==> config.mk <==
export PLATFORM = sky130hd
export DESIGN_NAME = peripheral_subsystem
export DESIGN_NICKNAME = d
export VERILOG_FILES = /design/src/common/periph_pkg.sv /design/src/common/reg_bus_if.sv /design/src/design/periph_xbar.sv /design/src/design/peripheral_subsystem.sv /design/src/gpio/gpio.sv /design/src/plic/plic_target.sv /design/src/plic/rv_plic.sv
export VERILOG_INCLUDE_DIRS = /design/src /design/src/common
export SDC_FILE = /design/constraint.sdc
export NUM_CORES = 1
export LEC_CHECK = 0
export BUFFER_PORTS_ARGS = -buffer_cell sky130_fd_sc_hd__clkbuf_2
export CAP_MARGIN = 20
export CELL_PAD_IN_SITES_DETAIL_PLACEMENT = 1
export CELL_PAD_IN_SITES_GLOBAL_PLACEMENT = 2
export CORE_MARGIN = 1.5
export CORE_UTILIZATION = 39
export DETAILED_ROUTE_END_ITERATION = 10
export GPL_TIMING_DRIVEN = 0
export PLACE_DENSITY = 0.92
export SYNTH_ARGS = -nofsm -noshare
export SYNTH_HDL_FRONTEND = slang
export SYNTH_SLANG_ARGS = --single-unit
==> constraint.sdc <==
create_clock -name clk_i -period 50.3 [get_ports clk_i]
set_input_delay 10.06 -clock clk_i [delete_from_list [all_inputs] [get_ports clk_i]]
set_output_delay 10.06 -clock clk_i [all_outputs]
set_load 0.1 [all_outputs]
==> src/common/periph_settings.svh <==
// Bus widths, pin and interrupt counts
// Peripheral base address and register offsets

`ifndef PERIPH_SETTINGS_SVH
`define PERIPH_SETTINGS_SVH

`define ADDR_W      32
`define DATA_W      32
`define BE_W        4
`define GPIO_W      8
`define N_EXT_INTR  2
`define N_SRC       16
`define SRC_ID_W    4
`define PRIO_W      2
`define OFFSET_W    8

// Select field sits right above the window offset
`define SEL_LSB     8
`define SEL_W       4
`define PERIPH_BASE 20'h2_0000

`define GPIO_IN_OFS      8'h00
`define GPIO_OUT_OFS     8'h04
`define GPIO_OE_OFS      8'h08
`define GPIO_RISE_EN_OFS 8'h0C
`define GPIO_FALL_EN_OFS 8'h10
`define GPIO_STATUS_OFS  8'h14

// One priority word per source starting here
`define PLIC_PRIO_OFS      8'h00
`define PLIC_PENDING_OFS   8'h40
`define PLIC_ENABLE_OFS    8'h44
`define PLIC_THRESHOLD_OFS 8'h48
`define PLIC_CLAIM_OFS     8'h4C

`endif

==> src/common/periph_pkg.sv <==
// Peripheral select encoding
// Register offset, source ID and priority types

`default_nettype none

`include "periph_settings.svh"

package periph_pkg;

  // Select field of the address, other values are unmapped
  typedef enum logic [`SEL_W-1:0] {
    PERIPH_GPIO = 4'd0,
    PERIPH_PLIC = 4'd1
  } periph_sel_e;

  typedef logic [`OFFSET_W-1:0] reg_offset_t;

  typedef logic [`SRC_ID_W-1:0] src_id_t;

  typedef logic [`PRIO_W-1:0] prio_t;

endpackage : periph_pkg

`default_nettype wire

==> src/common/reg_bus_if.sv <==
// Register bus between the crossbar and one peripheral
// Host and device modports

`timescale 1ns/1ps
`default_nettype none

`include "periph_settings.svh"

interface reg_bus_if;

  // Single-cycle strobe, no back-pressure
  logic                    valid;
  logic                    write;
  periph_pkg::reg_offset_t offset;
  logic [`DATA_W-1:0]      wdata;
  logic [`BE_W-1:0]        be;

  // Combinational read data from the device
  logic [`DATA_W-1:0]      rdata;

  modport host (
    output valid,
    output write,
    output offset,
    output wdata,
    output be,
    input  rdata
  );

  modport device (
    input  valid,
    input  write,
    input  offset,
    input  wdata,
    input  be,
    output rdata
  );

endinterface : reg_bus_if

`default_nettype wire

==> src/design/periph_xbar.sv <==
// Bus handshake and address decode
// Strobe demux to the peripherals and registered read response

`timescale 1ns/1ps
`default_nettype none

`include "periph_settings.svh"

module periph_xbar (
  input  wire                clk_i,
  input  wire                arst_n_i,

  input  wire                req_i,
  input  wire  [`ADDR_W-1:0] addr_i,
  input  wire                we_i,
  input  wire  [`BE_W-1:0]   be_i,
  input  wire  [`DATA_W-1:0] wdata_i,
  output logic               gnt_o,
  output logic               rvalid_o,
  output logic [`DATA_W-1:0] rdata_o,

  reg_bus_if.host            gpio_bus,
  reg_bus_if.host            plic_bus
);

  logic                    base_hit;
  periph_pkg::periph_sel_e sel;
  logic [`DATA_W-1:0]      rdata_d;

  // Requests are always accepted in the same cycle
  assign gnt_o = req_i;

  assign base_hit = (addr_i[`ADDR_W-1:`SEL_LSB+`SEL_W] == `PERIPH_BASE);
  assign sel      = periph_pkg::periph_sel_e'(addr_i[`SEL_LSB +: `SEL_W]);

  // Command fields go to both windows and only the strobe is decoded
  assign gpio_bus.write  = we_i;
  assign gpio_bus.offset = addr_i[`OFFSET_W-1:0];
  assign gpio_bus.wdata  = wdata_i;
  assign gpio_bus.be     = be_i;

  assign plic_bus.write  = we_i;
  assign plic_bus.offset = addr_i[`OFFSET_W-1:0];
  assign plic_bus.wdata  = wdata_i;
  assign plic_bus.be     = be_i;

  always_comb begin
    gpio_bus.valid = 1'b0;
    plic_bus.valid = 1'b0;
    rdata_d        = '0;
    if (req_i && base_hit) begin
      case (sel)
        periph_pkg::PERIPH_GPIO: begin
          gpio_bus.valid = 1'b1;
          rdata_d        = gpio_bus.rdata;
        end
        periph_pkg::PERIPH_PLIC: begin
          plic_bus.valid = 1'b1;
          rdata_d        = plic_bus.rdata;
        end
        // Unmapped windows read zero and drop writes
        default: begin
          rdata_d = '0;
        end
      endcase
    end
  end

  always_ff @(posedge clk_i or negedge arst_n_i) begin
    if (!arst_n_i) begin
      rvalid_o <= 1'b0;
    end else begin
      rvalid_o <= req_i;
    end
  end

  always_ff @(posedge clk_i) begin
    if (req_i) begin
      rdata_o <= rdata_d;
    end
  end

  // A granted request that strobed no peripheral answers with zero
  a_unmapped_reads_zero: assert property (
    @(posedge clk_i) disable iff (!arst_n_i)
    $past(gnt_o && !gpio_bus.valid && !plic_bus.valid) |-> (rdata_o == '0)
  );

endmodule : periph_xbar

`default_nettype wire

==> src/design/peripheral_subsystem.sv <==
// Peripheral subsystem top level
// Crossbar, GPIO and interrupt controller with the interrupt source vector

`timescale 1ns/1ps
`default_nettype none

`include "periph_settings.svh"

module peripheral_subsystem (
  input  wire                    clk_i,
  input  wire                    arst_n_i,

  input  wire                    req_i,
  input  wire  [`ADDR_W-1:0]     addr_i,
  input  wire                    we_i,
  input  wire  [`BE_W-1:0]       be_i,
  input  wire  [`DATA_W-1:0]     wdata_i,
  output logic                   gnt_o,
  output logic                   rvalid_o,
  output logic [`DATA_W-1:0]     rdata_o,

  input  wire  [`GPIO_W-1:0]     gpio_i,
  output logic [`GPIO_W-1:0]     gpio_o,
  output logic [`GPIO_W-1:0]     gpio_oe_o,

  input  wire  [`N_EXT_INTR-1:0] ext_intr_i,
  output logic                   irq_o
);

  reg_bus_if gpio_bus ();
  reg_bus_if plic_bus ();

  logic [`GPIO_W-1:0] pin_intr;
  logic [`N_SRC-1:0]  intr_src;

  periph_xbar periph_xbar_i (
    .clk_i,
    .arst_n_i,
    .req_i,
    .addr_i,
    .we_i,
    .be_i,
    .wdata_i,
    .gnt_o,
    .rvalid_o,
    .rdata_o,
    .gpio_bus (gpio_bus),
    .plic_bus (plic_bus)
  );

  gpio gpio_0_i (
    .clk_i,
    .arst_n_i,
    .bus        (gpio_bus),
    .gpio_i,
    .gpio_o,
    .gpio_oe_o,
    .pin_intr_o (pin_intr)
  );

  // Source 0 is reserved by the PLIC and stays low
  assign intr_src[0]                                = 1'b0;
  assign intr_src[`GPIO_W:1]                        = pin_intr;
  assign intr_src[`GPIO_W+`N_EXT_INTR:`GPIO_W+1]    = ext_intr_i;
  assign intr_src[`N_SRC-1:`GPIO_W+`N_EXT_INTR+1]   = '0;

  rv_plic rv_plic_0_i (
    .clk_i,
    .arst_n_i,
    .bus        (plic_bus),
    .intr_src_i (intr_src),
    .irq_o
  );

endmodule : peripheral_subsystem

`default_nettype wire

==> src/gpio/gpio.sv <==
// GPIO output, output enable and edge interrupt registers
// Pad input synchronizer and edge detection

`timescale 1ns/1ps
`default_nettype none

`include "periph_settings.svh"

module gpio (
  input  wire                clk_i,
  input  wire                arst_n_i,
  reg_bus_if.device          bus,
  input  wire  [`GPIO_W-1:0] gpio_i,
  output logic [`GPIO_W-1:0] gpio_o,
  output logic [`GPIO_W-1:0] gpio_oe_o,
  output logic [`GPIO_W-1:0] pin_intr_o
);

  logic [`GPIO_W-1:0] out_q;
  logic [`GPIO_W-1:0] oe_q;
  logic [`GPIO_W-1:0] rise_en_q;
  logic [`GPIO_W-1:0] fall_en_q;
  logic [`GPIO_W-1:0] status_q;
  logic [`GPIO_W-1:0] sync1_q;
  logic [`GPIO_W-1:0] sync2_q;
  logic [`GPIO_W-1:0] prev_q;
  logic [`GPIO_W-1:0] wmask;
  logic [`GPIO_W-1:0] wdata;
  logic [`GPIO_W-1:0] edge_set;
  logic [`GPIO_W-1:0] status_clr;
  logic               wr_en;

  assign wr_en = bus.valid && bus.write;
  assign wdata = bus.wdata[`GPIO_W-1:0];

  always_comb begin
    for (int i = 0; i < `GPIO_W; i++) begin
      wmask[i] = bus.be[i/8];
    end
  end

  always_ff @(posedge clk_i or negedge arst_n_i) begin
    if (!arst_n_i) begin
      out_q     <= '0;
      oe_q      <= '0;
      rise_en_q <= '0;
      fall_en_q <= '0;
    end else if (wr_en) begin
      case (bus.offset)
        `GPIO_OUT_OFS:     out_q     <= (out_q & ~wmask) | (wdata & wmask);
        `GPIO_OE_OFS:      oe_q      <= (oe_q & ~wmask) | (wdata & wmask);
        `GPIO_RISE_EN_OFS: rise_en_q <= (rise_en_q & ~wmask) | (wdata & wmask);
        `GPIO_FALL_EN_OFS: fall_en_q <= (fall_en_q & ~wmask) | (wdata & wmask);
        default: ;
      endcase
    end
  end

  // Two-stage synchronizer whose second stage is the IN register
  always_ff @(posedge clk_i or negedge arst_n_i) begin
    if (!arst_n_i) begin
      sync1_q <= '0;
      sync2_q <= '0;
      prev_q  <= '0;
    end else begin
      sync1_q <= gpio_i;
      sync2_q <= sync1_q;
      prev_q  <= sync2_q;
    end
  end

  assign edge_set   = (sync2_q & ~prev_q & rise_en_q) | (~sync2_q & prev_q & fall_en_q);
  assign status_clr = (wr_en && bus.offset == `GPIO_STATUS_OFS) ? (wdata & wmask) : '0;

  // A new edge wins over a clear in the same cycle
  always_ff @(posedge clk_i or negedge arst_n_i) begin
    if (!arst_n_i) begin
      status_q <= '0;
    end else begin
      status_q <= (status_q & ~status_clr) | edge_set;
    end
  end

  always_comb begin
    bus.rdata = '0;
    case (bus.offset)
      `GPIO_IN_OFS:      bus.rdata[`GPIO_W-1:0] = sync2_q;
      `GPIO_OUT_OFS:     bus.rdata[`GPIO_W-1:0] = out_q;
      `GPIO_OE_OFS:      bus.rdata[`GPIO_W-1:0] = oe_q;
      `GPIO_RISE_EN_OFS: bus.rdata[`GPIO_W-1:0] = rise_en_q;
      `GPIO_FALL_EN_OFS: bus.rdata[`GPIO_W-1:0] = fall_en_q;
      `GPIO_STATUS_OFS:  bus.rdata[`GPIO_W-1:0] = status_q;
      default: ;
    endcase
  end

  assign gpio_o     = out_q;
  assign gpio_oe_o  = oe_q;
  assign pin_intr_o = status_q;

  // A status bit only rises after the IN value changed on an enabled pin
  a_status_needs_edge: assert property (
    @(posedge clk_i) disable iff (!arst_n_i)
    (status_q & ~$past(status_q) & ~$past((sync2_q ^ prev_q) & (rise_en_q | fall_en_q))) == '0
  );

endmodule : gpio

`default_nettype wire

==> src/plic/plic_target.sv <==
// Highest-priority selection for the single interrupt target

`timescale 1ns/1ps
`default_nettype none

`include "periph_settings.svh"

module plic_target (
  input  wire [`N_SRC-1:0]                    pending_i,
  input  wire [`N_SRC-1:0]                    enable_i,
  input  wire periph_pkg::prio_t [`N_SRC-1:0] prio_i,
  input  wire periph_pkg::prio_t              threshold_i,
  output periph_pkg::src_id_t                 claim_id_o
);

  periph_pkg::prio_t   best_prio;
  periph_pkg::src_id_t best_id;

  // Strict compare keeps the lower ID on a tie
  always_comb begin
    best_prio = threshold_i;
    best_id   = '0;
    for (int i = 1; i < `N_SRC; i++) begin
      if (pending_i[i] && enable_i[i] && (prio_i[i] > best_prio)) begin
        best_prio = prio_i[i];
        best_id   = periph_pkg::src_id_t'(i);
      end
    end
  end

  // Zero means nothing above threshold
  assign claim_id_o = best_id;

endmodule : plic_target

`default_nettype wire

==> src/plic/rv_plic.sv <==
// Interrupt controller with level gateways
// Priority, enable and threshold registers, claim and complete

`timescale 1ns/1ps
`default_nettype none

`include "periph_settings.svh"

module rv_plic (
  input  wire               clk_i,
  input  wire               arst_n_i,
  reg_bus_if.device         bus,
  input  wire  [`N_SRC-1:0] intr_src_i,
  output logic              irq_o
);

  periph_pkg::prio_t [`N_SRC-1:0] prio_q;
  periph_pkg::prio_t              threshold_q;
  logic [`N_SRC-1:0]              enable_q;
  logic [`N_SRC-1:0]              pending_q;
  logic [`N_SRC-1:0]              pending_d;
  logic [`N_SRC-1:0]              in_service_q;
  logic [`N_SRC-1:0]              in_service_d;
  logic [`N_SRC-1:0]              en_mask;
  periph_pkg::reg_offset_t        prio_rel;
  logic                           prio_hit;
  periph_pkg::src_id_t            prio_idx;
  periph_pkg::src_id_t            claim_id;
  periph_pkg::src_id_t            complete_id;
  logic                           wr_en;
  logic                           claim_rd;
  logic                           claim_wr;

  assign wr_en    = bus.valid && bus.write;
  assign claim_rd = bus.valid && !bus.write && (bus.offset == `PLIC_CLAIM_OFS);
  assign claim_wr = wr_en && bus.be[0] && (bus.offset == `PLIC_CLAIM_OFS);

  assign complete_id = bus.wdata[`SRC_ID_W-1:0];

  // Priority words, one per source
  assign prio_rel = bus.offset - `PLIC_PRIO_OFS;
  assign prio_hit = (prio_rel < 4 * `N_SRC);
  assign prio_idx = prio_rel[2 +: `SRC_ID_W];

  always_comb begin
    for (int i = 0; i < `N_SRC; i++) begin
      en_mask[i] = bus.be[i/8];
    end
  end

  always_ff @(posedge clk_i or negedge arst_n_i) begin
    if (!arst_n_i) begin
      prio_q      <= '0;
      enable_q    <= '0;
      threshold_q <= '0;
    end else if (wr_en) begin
      // Source 0 keeps priority zero
      if (prio_hit && prio_idx != '0 && bus.be[0]) begin
        prio_q[prio_idx] <= bus.wdata[`PRIO_W-1:0];
      end
      if (bus.offset == `PLIC_ENABLE_OFS) begin
        enable_q <= (enable_q & ~en_mask) | (bus.wdata[`N_SRC-1:0] & en_mask);
      end
      if (bus.offset == `PLIC_THRESHOLD_OFS && bus.be[0]) begin
        threshold_q <= bus.wdata[`PRIO_W-1:0];
      end
    end
  end

  // Level gateways, a source in service cannot pend again
  always_comb begin
    pending_d    = pending_q | (intr_src_i & ~in_service_q);
    in_service_d = in_service_q;
    pending_d[0] = 1'b0;
    if (claim_rd && claim_id != '0) begin
      pending_d[claim_id]    = 1'b0;
      in_service_d[claim_id] = 1'b1;
    end
    if (claim_wr) begin
      in_service_d[complete_id] = 1'b0;
    end
  end

  always_ff @(posedge clk_i or negedge arst_n_i) begin
    if (!arst_n_i) begin
      pending_q    <= '0;
      in_service_q <= '0;
    end else begin
      pending_q    <= pending_d;
      in_service_q <= in_service_d;
    end
  end

  plic_target plic_target_i (
    .pending_i   (pending_q),
    .enable_i    (enable_q),
    .prio_i      (prio_q),
    .threshold_i (threshold_q),
    .claim_id_o  (claim_id)
  );

  assign irq_o = (claim_id != '0);

  always_comb begin
    bus.rdata = '0;
    if (prio_hit) begin
      bus.rdata[`PRIO_W-1:0] = prio_q[prio_idx];
    end else begin
      case (bus.offset)
        `PLIC_PENDING_OFS:   bus.rdata[`N_SRC-1:0]    = pending_q;
        `PLIC_ENABLE_OFS:    bus.rdata[`N_SRC-1:0]    = enable_q;
        `PLIC_THRESHOLD_OFS: bus.rdata[`PRIO_W-1:0]   = threshold_q;
        `PLIC_CLAIM_OFS:     bus.rdata[`SRC_ID_W-1:0] = claim_id;
        default: ;
      endcase
    end
  end

  // The winner from the target really is an eligible source
  a_irq_has_candidate: assert property (
    @(posedge clk_i) disable iff (!arst_n_i)
    irq_o |-> (pending_q[claim_id] && enable_q[claim_id] && prio_q[claim_id] > threshold_q)
  );

endmodule : rv_plic

`default_nettype wire

==> impl_metrics.tcl, run 1 <==
set metrics [dict create \
    netlist_instances 808 \
    cp-end-kind "primary output" \
    grtUsageTotal_pct 25.50 \
    routabilityCongestion 0.9037 \
    worst-path-max-fanout 10 \
    clk_pin_slew_worst_paths_ns 0.07 \
    die-area_um2 22510 \
    nNetsFinal 1041 \
    fin_crit_sh_pct 61.88 \
    syn_area_um2 8431 \
    hold_buffers 0 \
    required_ns 40.24 \
    h-tree-depth 4 \
    tightest_slew_ns 0.8739 \
    synth_area_leaders "dfrtp_1, mux2_2, edfxtp_1" \
    synth_edf_count 16 \
    critPathLaunchType "register" \
    dp_slack_ns 19.91 \
    grt_max_degree 110 \
    setup-violations-final 0 \
    synth_cell_types 74 \
    die_w_um 150.0 \
    final-max-slew-violation-count 0 \
    cpPeakStageDelay_ns 0.68 \
    power-per-cell-area_nw_per_um2 28.15 \
    status "finished clean" \
    wl_per_cell_um 22.14 \
    synthArstFlopShare_pct 89.74 \
    synthFlopType "dfrtp_1" \
    ys_ff_latch 156 \
    antenna_found_initial 1 \
    cts_buffers 17 \
    initial_core_util_pct 39.98 \
    syn_to_final_growth_pct 18.06 \
    finalSetupTns_ns 0 \
    yosysTopAreaCell "dfrtp_1" \
    core_area_um2 21090 \
    cp.arrival_ns 21.07 \
    crit_slowest_cell "nor4_2" \
    fin_crit_ns 31.13 \
    final_util_pct 47.20 \
    cts_setup_buffers 0 \
    dp_hpwl_um 20290 \
    fin_skew_ns 0.01136 \
    drt_iter0_drc 503 \
    synth_seq_area_share_pct 47.25 \
    ir_drop_v 0.00002634 \
    cts_tree "done" \
    fillCellCount 2376 \
    p_total_uw 280.2 \
    gr-total-overflow 0 \
    cts_resized 0 \
    worst_path_most_repeated_cell "nor2_1" \
    drive_gt1_share_pct 27.78 \
    cts.sinks 156 \
    setup_ws_ns 19.17 \
    antenna_cells 0 \
    pin_count 133 \
    portBuffers 94 \
    routed_wl_um 27210 \
    multi_input_area_um2 4145 \
    grt_pass1_vias 7497 \
    drc_errors 0 \
    firstDrtPassIters 5 \
    holdCritPathClass "reg -> reg" \
    ant_nets 0 \
    avgSynthCellArea_um2 10.43 \
    grt_pass1_wl_um 42720 \
    cts_buffer_depth 2 \
    fp.dieH_um 150.0 \
    ys_warn_count 0 \
    fmax_ghz 0.03213 \
    total_leakage_power_nw 4.611 \
    viasPerCell 5.722 \
    slew_headroom_pct 41.53 \
    clockRootBuffer "clkbuf_16" \
    rows 53 \
    finalHoldViolations 0 \
    holdWs_ns 0.3501 \
    vias 7032 \
    crit_type "reg -> out" \
    rsz0062_at_grt "no" \
    clk_latency_ns 0.44 \
    max_cap_viol_count 0 \
    yosys.area.top_type_share_pct 41.56 \
    seqCellArea_um2 3984 \
]
## where the power goes
| part | switching, mW | leakage [nW] | internal [mW] |
|---|---|---|---|
| combinational | 0.0181 | 2.44 | 0.00504 |
| clock | 0.0573 | 0.284 | 0.0703 |
| sequential | 0.000785 | 1.89 | 0.129 |
## through the flow
step,instances,cell area [um2]
2_1_floorplan,823,8487
3_3_place_gp,1192,9301
3_5_place_dp,1197,9375
4_1_cts,1229,9953
5_1_grt,1229,9953
6_report,1229,9953
## area by class of cell
| type | instances | share of cell area (%) |
|---|---|---|
| multi-input cells | 588 | 41.65 |
| flip-flops and latches | 156 | 40.03 |
| repair buffers | 99 | 5.343 |
| clock buffers | 21 | 4.840 |
| well taps | 275 | 3.457 |
| plain buffers | 43 | 2.363 |
| inverters | 36 | 1.358 |
| clock inverters | 11 | 0.9679 |
## kinds of logic after synthesis
| group | Yosys count | synth area share [%] |
|---|---|---|
| mux | 90 | 13.34 |
| flops | 156 | 47.25 |
| other cells | 1 | 0.04448 |
| compound gates | 178 | 15.36 |
| fa+ha+maj | 19 | 2.790 |
| buf+inv | 79 | 4.393 |
| simple gates | 285 | 16.81 |
## placed cells by master, fill, tap and decap left out, types with 6 or more instances in the layout
cell type,instances
mux2_2,79
o211ai_1,12
o21ai_0,16
nand2b_1,7
o21a_1,6
ha_1,18
clkbuf_1,24
o22ai_1,7
and2_1,9
nand2_1,84
a31oi_1,7
nand3b_1,14
nand3_1,30
conb_1,16
nor4_1,8
inv_1,36
buf_4,19
and3_1,9
a22oi_1,30
dfrtp_1,140
a21oi_1,47
nor3_1,16
clkbuf_2,93
clkbuf_16,18
nand4_1,7
nor2_1,73
mux4_2,10
edfxtp_1,16
## layer usage
metal  GRT usage [%]  up-vias  wire length [um]
met5               0        -                 0
met3           4.512       47              1142
met4           9.755        0               748
li1                -     3207                 -
met2           42.78      173             13500
met1           32.71     3605             11820
## path summary, 6_finish.rpt
kind	startpoint	to	slack [ns]	cells past startpoint
hold / removal	gpio_0_i.sync1_q[1]$_DFF_PN0_	gpio_0_i.sync2_q[1]$_DFF_PN0_	0.35	0
setup / recovery	rv_plic_0_i.threshold_q[1]$_DFFE_PN0P_	irq_o	19.17	95
min in group asynchronous	arst_n_i	rv_plic_0_i.prio_q[5]$_DFFE_PN0P_	9.52	1
setup reg to reg	rv_plic_0_i.threshold_q[1]$_DFFE_PN0P_	periph_xbar_i.rdata_o[3]$_SDFFCE_PN0P_	29.87	95
hold reg to reg	gpio_0_i.sync1_q[1]$_DFF_PN0_	gpio_0_i.sync2_q[1]$_DFF_PN0_	0.35	0
max in group asynchronous	arst_n_i	asynchronous set/reset pin	39.91	2
## Yosys cell counts (5+ instances only)
cell	count
dfrtp_1	140
nand2_1	84
mux2_2	79
nor2_1	73
a21oi_1	47
inv_1	36
a22oi_1	30
nand3_1	30
clkbuf_1	23
ha_1	18
buf_4	17
edfxtp_1	16
nor3_1	16
o21ai_0	16
nand3b_1	14
o211ai_1	12
mux4_2	10
nor4_1	10
and2_1	9
and3_1	9
a31oi_1	7
nand2b_1	7
nand4_1	7
o22ai_1	7
o21a_1	6
a211oi_1	5
nor2b_1	5
or3_1	5
## critical path, delay by kind of cell, from the launching register on
kind | cells | cell delay [ns]
compound gates | 28 | 7.17
fa+ha+maj | 16 | 4.51
buf+inv | 7 | 1.15
simple gates | 40 | 6.04
mux | 4 | 1.28
flops | 1 | 0.46
Power figures use the tool's default switching activity.
==> run 2: changes to the inputs <==
ABC_AREA = 1   (was default)
CORE_UTILIZATION = 30   (was 39)
PLACE_DENSITY = 0.82   (was 0.92)
clock period = 26.4 ns   (was 50.3 ns; I/O delays follow)
==> run 2 against run 1 <==
Compared with the run above: global-route usage is 5.3 points lower; clock-buffer cell count decreased by 4; clock skew down 0.0016 ns; wire length rose by 0.41%; flip-flop and latch count is the same; non-clock buffer count is 9 lower; core utilization decreased by 11 points; synthesized area fell by 2.3%; sequential share of layout area increased by 0.50 points; cell count up 21%; die area grew 26%; largest cell class is now flip-flops and latches; highest routed layer unchanged.
==> impl_metrics.tcl, run 2 <==
set metrics [dict create \
    status "finished clean" \
    clockRootBuffer "clkbuf_16" \
    netlist_instances 996 \
    ys_ff_latch 156 \
    critPathLaunchType "register" \
    rows 60 \
    fp.dieH_um 168.7 \
    syn_to_final_growth_pct 19.30 \
    slew_headroom_pct 40.83 \
    dp_hpwl_um 21090 \
    worst-path-max-fanout 8 \
    nNetsFinal 1228 \
    clk_latency_ns 0.44 \
    cts_buffers 17 \
    fin_cells 1482 \
    yosys.area.top_type_share_pct 42.52 \
    cp.arrival_ns 17.28 \
    cts_tree "done" \
    antenna_cells 0 \
    cts_buffer_depth 2 \
    core_area_um2 26950 \
    synthFlopType "dfrtp_1" \
    synth.most_common_cell "nand2_1" \
    crit_family "simple AND/OR/NAND/NOR gates" \
    fin_skew_ns 0.009714 \
    synth_edf_count 16 \
    required_ns 21.12 \
    total_leakage_power_nw 4.549 \
    wl_per_cell_um 18.44 \
    routabilityCongestion 0.8465 \
    finalHoldViolations 0 \
    synthArstFlopShare_pct 89.74 \
    ys_top_cells_by_count "nand2_1, dfrtp_1, inv_1" \
    tightest_slew_ns 0.8843 \
    ir_drop_v 0.00003436 \
    syn_area_um2 8239 \
    vias 7535 \
    pin_count 133 \
    antenna_found_initial 0 \
    finalSetupTns_ns 0 \
    yosysTopAreaCell "dfrtp_1" \
    cp-end-kind "primary output" \
    fmax_ghz 0.04433 \
    firstDrtPassIters 5 \
    grt_pass1_wl_um 43790 \
    avgSynthCellArea_um2 8.272 \
    final_cell_mix "nand2_1, dfrtp_1, inv_1" \
    placed_cells 1450 \
    drt_iter0_drc 556 \
    viasPerCell 5.084 \
    fin_crit_ns 22.56 \
    max_cap_viol_count 0 \
    fin_crit_sh_pct 85.45 \
    setup-violations-final 0 \
    grtUsageTotal_pct 20.19 \
    die-area_um2 28470 \
    initial_core_util_pct 30.57 \
    synth_seq_area_share_pct 48.35 \
    drc_errors 0 \
    ys_warn_count 0 \
    gr-total-overflow 0 \
    grt_max_degree 87 \
    hold_buffers 0 \
    cts_resized 0 \
    worst_path_most_repeated_cell "nand2_1" \
    clk_pin_slew_worst_paths_ns 0.08 \
    rsz0062_at_grt "no" \
    cpPeakStageDelay_ns 0.49 \
    routed_wl_um 27320 \
    h-tree-depth 4 \
    ant_nets 0 \
    cts_setup_buffers 0 \
    crit_slowest_cell "nor4_1" \
    die_w_um 168.7 \
    layout_commonest_cell "nand2_1" \
    final-max-slew-violation-count 0 \
    synth_cell_types 48 \
    drive_gt1_share_pct 17.18 \
    power-per-cell-area_nw_per_um2 54.71 \
    synth_area_leaders "dfrtp_1, nand2_1, inv_1" \
    holdCritPathClass "reg -> reg" \
    crit_type "reg -> out" \
    cts.sinks 156 \
    path_buf_inv 15 \
    portBuffers 97 \
    grt_pass1_vias 7872 \
]
==> run 2: cell types whose count changed in the layout (fill, tap and decap cells not counted), sizes merged, moves of 10 or more <==
| cell | before | now |
|---|---|---|
| nand3 | 30 | 73 |
| a22o | 1 | 11 |
| nand3b | 14 | 1 |
| nand2 | 84 | 218 |
| mux2 | 79 | 8 |
| mux4 | 10 | 0 |
| a22oi | 30 | 6 |
| o211ai | 13 | 3 |
| o21ai | 18 | 104 |
| inv | 43 | 148 |
==> run 2: final timing paths <==
kind | startpoint | end | slack, ns | cells after the start
min in group asynchronous | arst_n_i | gpio_0_i.sync2_q[3]$_DFF_PN0_ | 4.81 | 1
max in group asynchronous | arst_n_i | rv_plic_0_i.prio_q[0]$_DFFE_PN0P_ | 20.82 | 2
hold / removal | gpio_0_i.sync1_q[5]$_DFF_PN0_ | gpio_0_i.sync2_q[5]$_DFF_PN0_ | 0.35 | 0
setup / recovery | rv_plic_0_i.threshold_q[1]$_DFFE_PN0P_ | irq_o | 3.84 | 113
hold reg to reg | gpio_0_i.sync1_q[5]$_DFF_PN0_ | gpio_0_i.sync2_q[5]$_DFF_PN0_ | 0.35 | 0
setup reg to reg | rv_plic_0_i.threshold_q[1]$_DFFE_PN0P_ | rv_plic_0_i.in_service_q[1]$_DFF_PN0_ | 9.46 | 117
==> run 2: final cells by class <==
type / instances / area, um2
well taps: 341 / 426.7
fillers: 3284 / 17120
clock buffers: 17 / 425.4
plain buffers: 35 / 211.5
inverters: 140 / 525.5
multi-input cells: 680 / 3575
flip-flops and latches: 156 / 3984
clock inverters: 15 / 160.2
repair buffers: 98 / 521.8
==> run 2: worst register-to-register path, delay by kind of cell (launching register included) <==
kind / cells / cell delay [ns]
buf+inv: 16 / 1.45
fa+ha+maj: 15 / 3.91
simple gates: 75 / 9.55
compound gates: 11 / 1.52
flops: 1 / 0.42
==> run 2: through the flow <==
step	hold slack [ns]	setup WS, ns	utilization (%)	total power [mW]	instance area, um2
2_1_floorplan	0.3312	6.821	-	0.2772	8295
3_3_place_gp	0.3314	4.855	34.16	0.2939	9208
3_5_place_dp	0.3356	4.240	34.30	0.2948	9244
4_1_cts	0.3541	3.692	36.47	0.5425	9829
5_1_grt	0.3578	2.191	36.47	0.5541	9829
6_report	0.3516	3.840	36.47	0.5378	9829
==> run 2: cells by family after synthesis <==
kind of cell             count (synthesis)  synth area share, %
other                                    1              0.04551
buffers and inverters                  175                8.944
AND/OR/NAND/NOR                        426                23.22
flip-flops                             156                48.35
multiplexers                             8                1.093
AO/OA/AOI/OAI                          212                15.61
adder cells (fa/ha/maj)                 18                2.734
==> run 2: report_power, final <==
part	leakage (nW)	switching (mW)	total [mW]	internal (mW)
registers	1.92	0.00117	0.246	0.245
clock network	0.290	0.121	0.248	0.127
logic	2.34	0.0350	0.0438	0.00882
total	4.55	0.157	0.538	0.381
==> run 2: per-layer routing <==
metal / wire, um / GRT usage, % / vias to the layer above
li1: - / - / 3599
met3: 1253 / 3.507 / 26
met4: 514 / 6.211 / 0
met1: 12330 / 26.81 / 3720
met2: 13220 / 33.56 / 190
met5: 0 / 0 / -
==> run 3: changes to the inputs <==
CORE_UTILIZATION = 34   (was 30)
CTS_CLUSTER_DIAMETER = 40   (was default)
PLACE_DENSITY = 0.88   (was 0.82)
clock period = 24.8 ns   (was 26.4 ns; I/O delays follow)
==> run 3 against run 2 <==
Compared with the run above: hold slack lost 0.0012 ns; flip-flop and latch count is the same; sequential share of layout area grew 0.26 points; cell count shrank 1.6%; largest cell class unchanged; clock-buffer cell count is the same; via count shrank 0.15%; clock power grew 3%; wire length shrank 0.22%; core utilization grew 4.9 points; first-iteration DRC count shrank 26%; global-route usage grew 2.7 points; register-to-register slack lost 1.6 ns.
==> impl_metrics.tcl, run 3 (same netlist as run 2, synthesis figures left out) <==
set metrics [dict create \
    status "finished clean" \
    worst-path-max-fanout 8 \
    rows 56 \
    dp_hpwl_um 20600 \
    critPathLaunchType "register" \
    fmax_ghz 0.04505 \
    cp-startpoint "rv_plic_0_i.threshold_q[1]$_DFFE_PN0P_" \
    nNetsFinal 1228 \
    slew_headroom_pct 42.47 \
    final_util_pct 41.36 \
    grtUsageTotal_pct 22.89 \
    clk_pin_slew_worst_paths_ns 0.07 \
    fin_crit_ns 22.20 \
    cpPeakStageDelay_ns 0.46 \
    cts_resized 0 \
    hold_buffers 0 \
    cts_setup_buffers 0 \
    pin_count 133 \
    grt_pass1_wl_um 43190 \
    fin_skew_ns 0.01283 \
    antenna_cells 0 \
    routabilityCongestion 0.8856 \
    ant_nets 0 \
    cts_buffers 17 \
    firstDrtPassIters 5 \
    crit_slowest_cell "clkbuf_2" \
    syn_to_final_growth_pct 18.53 \
    vias 7524 \
    cts_tree "done" \
    crit_type "reg -> out" \
    total_leakage_power_nw 4.523 \
    drive_gt1_share_pct 17.11 \
    power-per-cell-area_nw_per_um2 57.77 \
    die_w_um 158.7 \
    clk_latency_ns 0.44 \
    ir_drop_v 0.00003881 \
    tightest_slew_ns 0.8597 \
    fp.dieH_um 158.7 \
    gr-total-overflow 0 \
    drc_errors 0 \
    antenna_found_initial 0 \
    clockRootBuffer "clkbuf_16" \
    routed_wl_um 27260 \
    portBuffers 97 \
    grt_pass1_vias 7830 \
    required_ns 19.84 \
    initial_core_util_pct 34.89 \
    drt_iter0_drc 409 \
    viasPerCell 5.157 \
    layout_commonest_cell "nand2_1" \
    rsz0062_at_grt "no" \
    max_cap_viol_count 0 \
    finalHoldViolations 0 \
    min-delay-start "gpio_0_i.sync1_q[4]$_DFF_PN0_" \
    fillCellCount 2902 \
    final-max-slew-violation-count 0 \
    cp.arrival_ns 17.24 \
    cts.sinks 156 \
    setup-violations-final 0 \
    fin_crit_sh_pct 89.50 \
    core_area_um2 23610 \
    die-area_um2 25180 \
    cp-end-kind "primary output" \
    holdWs_ns 0.3504 \
    cts_buffer_depth 2 \
    h-tree-depth 4 \
    grt_max_degree 94 \
    wl_per_cell_um 18.68 \
    worst_path_most_repeated_cell "nand2_1" \
    holdCritPathClass "reg -> reg" \
    r2r_start "rv_plic_0_i.threshold_q[1]$_DFFE_PN0P_" \
    final_cell_mix "nand2_1, dfrtp_1, inv_1" \
    finalSetupTns_ns 0 \
]
[run 3: worst paths after layout]
| check | endpoint | slack [ns] | cells after the start |
|---|---|---|---|
| worst max register to register | rv_plic_0_i.in_service_q[1]$_DFF_PN0_ | 7.89 | 117 |
| worst min register to register | gpio_0_i.sync2_q[4]$_DFF_PN0_ | 0.35 | 0 |
| max in group asynchronous | rv_plic_0_i.prio_q[3]$_DFFE_PN0P_ | 19.52 | 2 |
| worst min-delay path | gpio_0_i.sync2_q[4]$_DFF_PN0_ | 0.35 | 0 |
| worst max-delay path | irq_o | 2.60 | 114 |
| min in group asynchronous | gpio_0_i.sync1_q[7]$_DFF_PN0_ | 4.45 | 1 |
[run 3: per-layer routing]
layer | up-vias | global-route usage [%] | share of wire (%)
li1 | 3593 | - | -
met1 | 3721 | 29.65 | 45
met2 | 173 | 39.24 | 49
met3 | 37 | 3.021 | 3.3
met4 | 0 | 7.966 | 2.7
met5 | - | 0 | 0
[run 3: critical path, delay by kind of cell, from the launching register on]
family | cells | cell delay [ns]
flops | 1 | 0.42
simple gates | 75 | 9.56
compound gates | 9 | 1.27
buf+inv | 15 | 1.62
fa+ha+maj | 15 | 3.90
[run 3: layout make-up]
| class | count | area [um2] | area share, % |
|---|---|---|---|
| Clock inverter | 14 | 123.9 | 1.268 |
| Inverter | 140 | 525.5 | 5.381 |
| Buffer | 35 | 211.5 | 2.165 |
| Timing Repair Buffer | 98 | 521.8 | 5.343 |
| Tap cell | 319 | 399.1 | 4.087 |
| Clock buffer | 17 | 425.4 | 4.356 |
| Multi-Input combinational cell | 680 | 3575 | 36.60 |
| Sequential cell | 156 | 3984 | 40.79 |
[run 3: metrics by stage]
| stage | area (um2) | power, mW | std cells | setup slack (ns) |
|---|---|---|---|---|
| 2_1_floorplan | 8295 | 0.2950 | 1011 | 5.541 |
| 3_3_place_gp | 9180 | 0.3125 | 1427 | 3.589 |
| 3_5_place_dp | 9216 | 0.3135 | 1428 | 3.186 |
| 4_1_cts | 9766 | 0.5668 | 1459 | 2.618 |
| 5_1_grt | 9766 | 0.5784 | 1459 | 0.8925 |
| 6_report | 9766 | 0.5642 | 1459 | 2.603 |
[run 3: report_power, final]
| part | internal, mW | switching, mW |
|---|---|---|
| combinational | 0.00939 | 0.0370 |
| clock | 0.132 | 0.124 |
| sequential | 0.261 | 0.00121 |
